[src/hdl/vgaPkg.sv]
package vgaPkg;

	// counter values, pixel positions and timing limits
	typedef logic [11:0] pixelCoord;

	// one 8-bit color sample, also a scaled DAC level
	typedef logic [7:0] component;

	// signed working width for the YUV matrix
	// wide enough for G + 2V' before clamping
	typedef logic signed [15:0] colorWide;

	// per-channel drive into the 4-bit resistor DAC
	typedef logic [3:0] dacLevel;

	// row-major index into the 4x4 ordered dither matrix
	// upper pair is the row bits, lower pair the column bits
	typedef logic [3:0] bayerIndex;

	// frame counter, rotates the dither pattern
	typedef logic [1:0] fieldCount;

	// scan timer states
	// stateSync covers the vsync rows at the top of the frame
	// stateScan covers the picture rows
	typedef enum logic
	{
		stateSync,
		stateScan
	} scanState;

endpackage

[src/hdl/colorPipe.sv]
`timescale 1ns/1ps

module colorPipe
	import vgaPkg::*;
(
	input logic clock,
	input logic reset,
	input component pixCy,
	input component pixCu,
	input component pixCv,
	input logic rgbMode,
	input logic active,
	input logic border,
	input logic hsync,
	input logic vsync,
	input fieldCount field,
	input pixelCoord pixPosX,
	input pixelCoord pixPosY,
	output component chanR,
	output component chanG,
	output component chanB,
	output logic activeD,
	output logic borderD,
	output logic hsyncD,
	output logic vsyncD,
	output fieldCount fieldD,
	output bayerIndex index
);

	// flag bundle is {active, border, hsync, vsync}
	// slot 0 covers the framebuffer fetch cycle
	logic [3:0] flagPipe [0:2];
	logic [1:0] xPipe [0:2];
	logic [1:0] yPipe [0:2];
	fieldCount fieldPipe [0:2];

	// chroma offset, none for direct RGB
	colorWide chromaBias;

	// stage 1 sample
	colorWide yS1;
	colorWide uS1;
	colorWide vS1;
	logic modeS1;

	// stage 2, green and delayed chroma
	colorWide gS2;
	colorWide uS2;
	colorWide vS2;
	logic modeS2;

	// saturate to 0..255
	function automatic component clampByte(input colorWide value);
		component result;
		if (value < 0)
			result = '0;
		else if (value > 16'sd255)
			result = 8'hff;
		else
			result = value[7:0];
		return result;
	endfunction

	assign chromaBias = rgbMode ? 16'sd0 : 16'sd128;

	// timing flags, stepped with the pixel
	always_ff @(posedge clock)
	begin
		if (reset)
		begin
			flagPipe[0] <= '0;
			flagPipe[1] <= '0;
			flagPipe[2] <= '0;
			{activeD, borderD, hsyncD, vsyncD} <= '0;
		end
		else
		begin
			flagPipe[0] <= {active, border, hsync, vsync};
			flagPipe[1] <= flagPipe[0];
			flagPipe[2] <= flagPipe[1];
			{activeD, borderD, hsyncD, vsyncD} <= flagPipe[2];
		end
	end

	// conversion datapath and position bits
	always_ff @(posedge clock)
	begin
		xPipe[0] <= pixPosX[1:0];
		yPipe[0] <= pixPosY[1:0];
		fieldPipe[0] <= field;
		xPipe[1] <= xPipe[0];
		yPipe[1] <= yPipe[0];
		fieldPipe[1] <= fieldPipe[0];
		xPipe[2] <= xPipe[1];
		yPipe[2] <= yPipe[1];
		fieldPipe[2] <= fieldPipe[1];

		// pixel arrives one cycle after its position
		yS1 <= $signed({8'h00, pixCy});
		uS1 <= $signed({8'h00, pixCu}) - chromaBias;
		vS1 <= $signed({8'h00, pixCv}) - chromaBias;
		modeS1 <= rgbMode;

		// shift-only matrix, G = Y - U'/2 - V'/2
		gS2 <= modeS1 ? yS1 : yS1 - (uS1 >>> 1) - (vS1 >>> 1);
		uS2 <= uS1;
		vS2 <= vS1;
		modeS2 <= modeS1;

		// R = G + 2V', B = G + 2U'; bypass takes V and U as they are
		chanR <= clampByte(modeS2 ? vS2 : gS2 + (vS2 <<< 1));
		chanG <= clampByte(gS2);
		chanB <= clampByte(modeS2 ? uS2 : gS2 + (uS2 <<< 1));

		// pattern shifts each field
		index <= {yPipe[2] ^ fieldPipe[2], xPipe[2] ^ fieldPipe[2]};
		fieldD <= fieldPipe[2];
	end

endmodule

[src/hdl/ditherOut.sv]
`timescale 1ns/1ps

module ditherOut
	import vgaPkg::*;
#(
	parameter component borderLevel = 76
)
(
	input logic clock,
	input logic reset,
	input component chanR,
	input component chanG,
	input component chanB,
	input logic activeD,
	input logic borderD,
	input logic hsyncD,
	input logic vsyncD,
	input bayerIndex index,
	output dacLevel red,
	output dacLevel green,
	output dacLevel blue,
	output logic hsyncN,
	output logic vsyncN
);

	// 8-bit level per channel before dithering
	component levelR;
	component levelG;
	component levelB;

	// map 0..255 into the DAC window 80..239
	function automatic component scaleLevel(input component value);
		logic [15:0] scaled;
		scaled = {8'h00, value} * 16'd160 + 16'd20480;
		return scaled[15:8];
	endfunction

	// classic 4x4 Bayer thresholds, row-major
	function automatic logic [3:0] bayerThreshold(input bayerIndex ix);
		logic [3:0] th;
		case (ix)
			4'd0: th = 4'd0;
			4'd1: th = 4'd8;
			4'd2: th = 4'd2;
			4'd3: th = 4'd10;
			4'd4: th = 4'd12;
			4'd5: th = 4'd4;
			4'd6: th = 4'd14;
			4'd7: th = 4'd6;
			4'd8: th = 4'd3;
			4'd9: th = 4'd11;
			4'd10: th = 4'd1;
			4'd11: th = 4'd9;
			4'd12: th = 4'd15;
			4'd13: th = 4'd7;
			4'd14: th = 4'd13;
			default: th = 4'd5;
		endcase
		return th;
	endfunction

	// top nibble, bumped when the low nibble beats the threshold
	function automatic dacLevel ditherNibble(input component level, input logic enable,
		input bayerIndex ix);
		dacLevel top;
		logic roundUp;
		top = level[7:4];
		// no bump past full scale
		roundUp = enable && (level[3:0] > bayerThreshold(ix)) && (top != 4'hf);
		return roundUp ? top + 4'd1 : top;
	endfunction

	// pick the region level
	always_comb
	begin
		if (activeD)
		begin
			levelR = scaleLevel(chanR);
			levelG = scaleLevel(chanG);
			levelB = scaleLevel(chanB);
		end
		else if (borderD)
		begin
			levelR = borderLevel;
			levelG = borderLevel;
			levelB = borderLevel;
		end
		else
		begin
			// hsync and sync-row blank
			levelR = '0;
			levelG = '0;
			levelB = '0;
		end
	end

	// output registers, syncs are active low
	always_ff @(posedge clock)
	begin
		if (reset)
		begin
			red <= '0;
			green <= '0;
			blue <= '0;
			hsyncN <= 1'b1;
			vsyncN <= 1'b1;
		end
		else
		begin
			// only picture pixels get dithered
			red <= ditherNibble(levelR, activeD, index);
			green <= ditherNibble(levelG, activeD, index);
			blue <= ditherNibble(levelB, activeD, index);
			hsyncN <= !hsyncD;
			vsyncN <= !vsyncD;
		end
	end

endmodule

[src/hdl/scanTimer.sv]
`timescale 1ns/1ps

module scanTimer
	import vgaPkg::*;
#(
	parameter pixelCoord lineLength = 800,
	parameter pixelCoord activeStart = 48,
	parameter pixelCoord activeEnd = 688,
	parameter pixelCoord hsyncStart = 704,
	parameter pixelCoord syncRows = 2,
	parameter pixelCoord scanRows = 480
)
(
	input logic clock,
	input logic reset,
	output logic active,
	output logic border,
	output logic hsync,
	output logic vsync,
	output fieldCount field,
	output pixelCoord pixPosX,
	output pixelCoord pixPosY,
	output logic pixLineOdd
);

	// last index of each counter range
	localparam pixelCoord lastPixIdx = pixelCoord'(lineLength - 1);
	localparam pixelCoord lastSyncRow = pixelCoord'(syncRows - 1);
	localparam pixelCoord lastScanRow = pixelCoord'(scanRows - 1);

	// position within the frame
	pixelCoord pixCount;
	pixelCoord rowCount;
	scanState state;
	fieldCount fieldReg;

	// decoded from the current counters
	logic lastPixel;
	logic lastRow;
	logic inScan;
	logic inActive;
	logic inHsync;

	assign lastPixel = (pixCount == lastPixIdx);
	assign inScan = (state == stateScan);

	// row limit depends on which part of the frame we are in
	assign lastRow = inScan ? (rowCount == lastScanRow) : (rowCount == lastSyncRow);

	// active window only exists on picture rows
	assign inActive = inScan && (pixCount >= activeStart) && (pixCount < activeEnd);

	// hsync tail runs to the end of every line
	assign inHsync = (pixCount >= hsyncStart);

	// pixel, row and field counters
	always_ff @(posedge clock)
	begin
		if (reset)
		begin
			pixCount <= '0;
			rowCount <= '0;
			state <= stateSync;
			fieldReg <= '0;
		end
		else if (lastPixel)
		begin
			pixCount <= '0;
			if (lastRow)
			begin
				rowCount <= '0;
				if (state == stateSync)
				begin
					// sync rows done, picture starts at row 0
					state <= stateScan;
				end
				else
				begin
					// frame done, back to vsync
					state <= stateSync;
					fieldReg <= fieldReg + 1'b1;
				end
			end
			else
			begin
				rowCount <= rowCount + 1'b1;
			end
		end
		else
		begin
			pixCount <= pixCount + 1'b1;
		end
	end

	// registered region flags and position
	always_ff @(posedge clock)
	begin
		if (reset)
		begin
			active <= 1'b0;
			border <= 1'b0;
			hsync <= 1'b0;
			vsync <= 1'b0;
			field <= '0;
			pixPosX <= '0;
			pixPosY <= '0;
			pixLineOdd <= 1'b0;
		end
		else
		begin
			active <= inActive;
			// border is whatever is left of a picture row
			border <= inScan && !inActive && !inHsync;
			hsync <= inHsync;
			// whole sync rows held low at the output
			vsync <= !inScan;
			field <= fieldReg;
			// wraps negative before the active window
			pixPosX <= pixCount - activeStart;
			// row index only meaningful on picture rows
			pixPosY <= inScan ? rowCount : '0;
			pixLineOdd <= inScan && rowCount[0];
		end
	end

endmodule

[src/hdl/vgaTop.sv]
`timescale 1ns/1ps

module vgaTop
	import vgaPkg::*;
#(
	parameter pixelCoord lineLength = 800,
	parameter pixelCoord activeStart = 48,
	parameter pixelCoord activeEnd = 688,
	parameter pixelCoord hsyncStart = 704,
	parameter pixelCoord syncRows = 2,
	parameter pixelCoord scanRows = 480,
	parameter component borderLevel = 76
)
(
	input logic clock,
	input logic reset,
	input component pixCy,
	input component pixCu,
	input component pixCv,
	input logic rgbMode,
	output dacLevel red,
	output dacLevel green,
	output dacLevel blue,
	output logic hsyncN,
	output logic vsyncN,
	output pixelCoord pixPosX,
	output pixelCoord pixPosY,
	output logic pixLineOdd
);

	// timer to color pipe
	logic active;
	logic border;
	logic hsync;
	logic vsync;
	fieldCount field;

	// color pipe to dither stage
	component chanR;
	component chanG;
	component chanB;
	logic activeD;
	logic borderD;
	logic hsyncD;
	logic vsyncD;
	bayerIndex index;

	// produces positions and region flags
	scanTimer #(
		.lineLength(lineLength),
		.activeStart(activeStart),
		.activeEnd(activeEnd),
		.hsyncStart(hsyncStart),
		.syncRows(syncRows),
		.scanRows(scanRows)
	) timer (
		.clock(clock),
		.reset(reset),
		.active(active),
		.border(border),
		.hsync(hsync),
		.vsync(vsync),
		.field(field),
		.pixPosX(pixPosX),
		.pixPosY(pixPosY),
		.pixLineOdd(pixLineOdd)
	);

	// delayed field is only for probing, the index already carries it
	colorPipe pipe (
		.clock(clock),
		.reset(reset),
		.pixCy(pixCy),
		.pixCu(pixCu),
		.pixCv(pixCv),
		.rgbMode(rgbMode),
		.active(active),
		.border(border),
		.hsync(hsync),
		.vsync(vsync),
		.field(field),
		.pixPosX(pixPosX),
		.pixPosY(pixPosY),
		.chanR(chanR),
		.chanG(chanG),
		.chanB(chanB),
		.activeD(activeD),
		.borderD(borderD),
		.hsyncD(hsyncD),
		.vsyncD(vsyncD),
		.fieldD(),
		.index(index)
	);

	ditherOut #(
		.borderLevel(borderLevel)
	) dither (
		.clock(clock),
		.reset(reset),
		.chanR(chanR),
		.chanG(chanG),
		.chanB(chanB),
		.activeD(activeD),
		.borderD(borderD),
		.hsyncD(hsyncD),
		.vsyncD(vsyncD),
		.index(index),
		.red(red),
		.green(green),
		.blue(blue),
		.hsyncN(hsyncN),
		.vsyncN(vsyncN)
	);

endmodule

[config.mk]
export PLATFORM = sky130hd
export DESIGN_NAME = vgaTop
export DESIGN_NICKNAME = d
export VERILOG_FILES = /design/src/hdl/vgaPkg.sv /design/src/hdl/colorPipe.sv /design/src/hdl/ditherOut.sv /design/src/hdl/scanTimer.sv /design/src/hdl/vgaTop.sv
export SDC_FILE = /design/constraint.sdc
export NUM_CORES = 1
export LEC_CHECK = 0
export BUFFER_PORTS_ARGS = -buffer_cell sky130_fd_sc_hd__clkbuf_2
export CAP_MARGIN = 5
export CORE_MARGIN = 8
export CORE_UTILIZATION = 65
export DETAILED_ROUTE_END_ITERATION = 16
export GPL_TIMING_DRIVEN = 0
export PLACE_DENSITY = 0.87
export SLEW_MARGIN = 20
export SYNTH_ARGS = -nofsm -noshare
export SYNTH_HDL_FRONTEND = slang
export SYNTH_SLANG_ARGS = --single-unit
[constraint.sdc]
create_clock -name clock -period 5.92 [get_ports clock]
set_input_delay 1.184 -clock clock [delete_from_list [all_inputs] [get_ports clock]]
set_output_delay 1.184 -clock clock [all_outputs]
set_load 0.02 [all_outputs]
==> reports/results.txt <==
outcome: finished clean
leakage power: 4.88 nW
Initial Utilization: 66.8%
Worst Path Max Fanout: 5
adder-cell area share of the yosys netlist: 15.3%
Commonest cells post-synth: dfxtp_1 (196), ha_1 (97), nor2_1 (94), inv_1 (83), nand2_1 (56)
total track usage: 22.7%
Die Y: 138 µm
core area: 14600 µm²
drt drc: 0
DR iter-0 viols: 576
Worst setup SP type: flop
Root Buffer: clkbuf_16
top cell type's share of synthesized area: 40.3%
Req. time, crit path: 6.25 ns
Final Util: 74.6%
Longest Clk Path Bufs: 2
fmax: 289 MHz
CP Launch Point: pipe.chanR[3]
Final Power: 0.00407 W
Syn Std Cell Area: 9740 µm²
count of final setup violators: 0
Chip Width: 138 µm
FP Rows: 44
Port Buffers: 65
initial antenna violation count: 0
first-pass GRT wire length: 36500 µm
share of layout cells above drive strength 1: 11.7%
# nets final: 1256
CTS clk-pin slew, worst paths: 0.07 ns
synth unique cells: 74
drt total wl: 22000 µm
crit path capture type: flop
Power Dens Cells: 374 nW/µm²
total congestion overflow: 0
post-layout min period: 3.46 ns
vias in the first global route: 7678
RR Endpoint: dither.red[1]
maximum VDD drop: 241 µV
most common cell in the netlist: dfxtp_1
r2r startpoint: pipe.chanR[3]
Synth Area in Simple Gates: 16.4%
max_slew headroom: 46.8%
HP Class: reg -> reg
Sum Neg Setup Slack: 0 ns
via count: 7726
ANT cells: 0
WL/cell: 16.7 µm
syn nets: 1172
io pins: 66
final hold vios: 0
Post-CTS Setup Bufs: 0
WHS Path Cells: 0
multiplexer area fraction after synthesis: 1.07%
worst slew pin tran: 0.791 ns
post-synthesis xor/xnor area fraction: 6.62%
most used flip-flop cell after synthesis: dfxtp_1
worst hold path endpoint: pipe.yPipe[0][3]
CTS tree: yes
CTS H-tree lvls: 4
Pre-Repair DR Iteration Count: 7
hold_sp: pipe.yPipe[0][1]
Worst-Skew Late Latency: 0.43 ns
Die Area: 19200 µm²
Yosys warnings: 0
Post-synth EDFFs: 0
WS Path Type: reg -> reg
largest family of logic cells by synthesized area: simple AND/OR/NAND/NOR gates
crit share post-route: 58.5%
Worst Path Arrival: 3.79 ns
Max Transition Viols Final: 0
worst setup margin: 2.46 ns
Num CTS Buffers: 17
number of max-cap violations: 0
Post-Synthesis Mean Instance Area: 9.42 µm²
DP Worst Slack: 2.55 ns
sequential share of the synthesized area: 40.3%
Post-synth ARST share: 0%
Setup Skew: 0.00721 ns
Synth area leaders: dfxtp_1 (40%), ha_1 (12%), nor2_1 (3.6%)
largest net degree at the start of global routing: 19
Post-CTS Resized: 0
RSZ-0062 raised after global routing: no
synthesis-to-layout area growth: 11.8%
largest area contributor in the netlist: dfxtp_1
compound-gate portion of the synthesized area: 15.6%
cts hold-fix bufs: 0
number of routed nets with antenna violations: 0
GP Congestion: 0.900
Post-Synthesis Cells: 1034
dpl hpwl: 15700 µm
via/cell ratio: 5.88
post-synthesis register bit count: 196
reg2reg setup slack: 2.46 ns
# clock sinks: 196
reg2reg path depth: 13
==> sequential cells by signal, summed over array words and instances (netlist names), 8 cells and up, named ones only <==
| signal | cells |
|---|---|
| pipe.chanB | 8 |
| pipe.chanG | 8 |
| pipe.chanR | 8 |
| pipe.flagPipe | 12 |
| pipe.gS2 | 16 |
| pipe.uS1 | 9 |
| pipe.uS2 | 9 |
| pipe.vS1 | 9 |
| pipe.vS2 | 9 |
| pipe.yS1 | 8 |
| timer.pixCount | 12 |
| timer.pixPosX | 12 |
| timer.pixPosY | 12 |
| timer.rowCount | 12 |
==> cell families after synthesis <==
| group | after synthesis |
|---|---|
| and+or+nand+nor | 311 |
| AOI/OAI and AO/OA | 225 |
| DFF | 196 |
| adders and majority gates | 111 |
| buffers and inverters | 109 |
| xor gates and xnor gates | 72 |
| muxes | 10 |
==> routing by layer <==
| metal | share of wire (%) | track usage (%) | up-vias | routed length, µm |
|---|---|---|---|---|
| li1 | - | - | 3766 | - |
| met1 | 43 | 27.8 | 3572 | 9440 |
| met2 | 48 | 38.0 | 329 | 10500 |
| met3 | 6.5 | 4.45 | 59 | 1420 |
| met4 | 3.0 | 9.84 | 0 | 669 |
| met5 | 0 | 0 | - | 0 |
==> worst max-delay path, stage by stage (launching register included) <==
cell,delay (ns)
dfxtp_1,0.33
ha_1,0.30
ha_1,0.19
inv_1,0.06
fa_1,0.37
nand2b_1,0.20
a21oi_2,0.31
xnor2_1,0.26
inv_1,0.14
ha_1,0.21
xor2_1,0.24
xnor2_1,0.14
a31oi_1,0.24
mux2_2,0.37
==> report_power, final <==
group	switching, W	internal [W]
sequential	0.0000794	0.00141
combinational	0.000835	0.000611
clock	0.000536	0.000606
==> per-stage QoR <==
stage / hold WS [ns] / cells / instance area [µm²]
6_report: 0.328 / 1315 / 10900
5_1_grt: 0.337 / 1315 / 10900
4_1_cts: 0.330 / 1315 / 10900
3_5_place_dp: 0.313 / 1283 / 10300
3_3_place_gp: 0.310 / 1283 / 10300
2_1_floorplan: 0.310 / 1034 / 9740
==> layout by cell type, fill, tap and decap left out, drive strengths merged, types with 8 or more instances in the layout <==
master     n
a31oi      9
a211oi    14
o21ai     43
a221oi     8
nor2b     34
nand3     22
xor2      32
nor2      94
dfxtp    196
nor3      21
o21a      13
ha        97
o21bai     9
nand2     56
inv       88
fa        14
and2      18
a21oi     58
clkbuf   104
and3       9
nand2b    13
a21o      14
xnor2     39
a2bb2oi    8
==> worst max-delay path by stage <==
| stage | end | depth (start not counted) |
|---|---|---|
| after floorplan | dither.red[1] | 13 |
| after global placement | dither.blue[3] | 12 |
| after detailed placement | dither.red[1] | 13 |
| after CTS | dither.red[1] | 13 |
| after global routing | dither.red[1] | 13 |
| final | dither.red[1] | 13 |
==> cell type report <==
cell class | instances | area [µm²]
multi-input cells | 729 | 5370
flip-flops and latches | 196 | 3920
fillers | 967 | 3700
clock buffers | 18 | 439
repair buffers | 65 | 325
inverters | 83 | 312
well taps | 184 | 230
clock inverters | 14 | 145
plain buffers | 26 | 141
(Power assumes the default switching activity.)
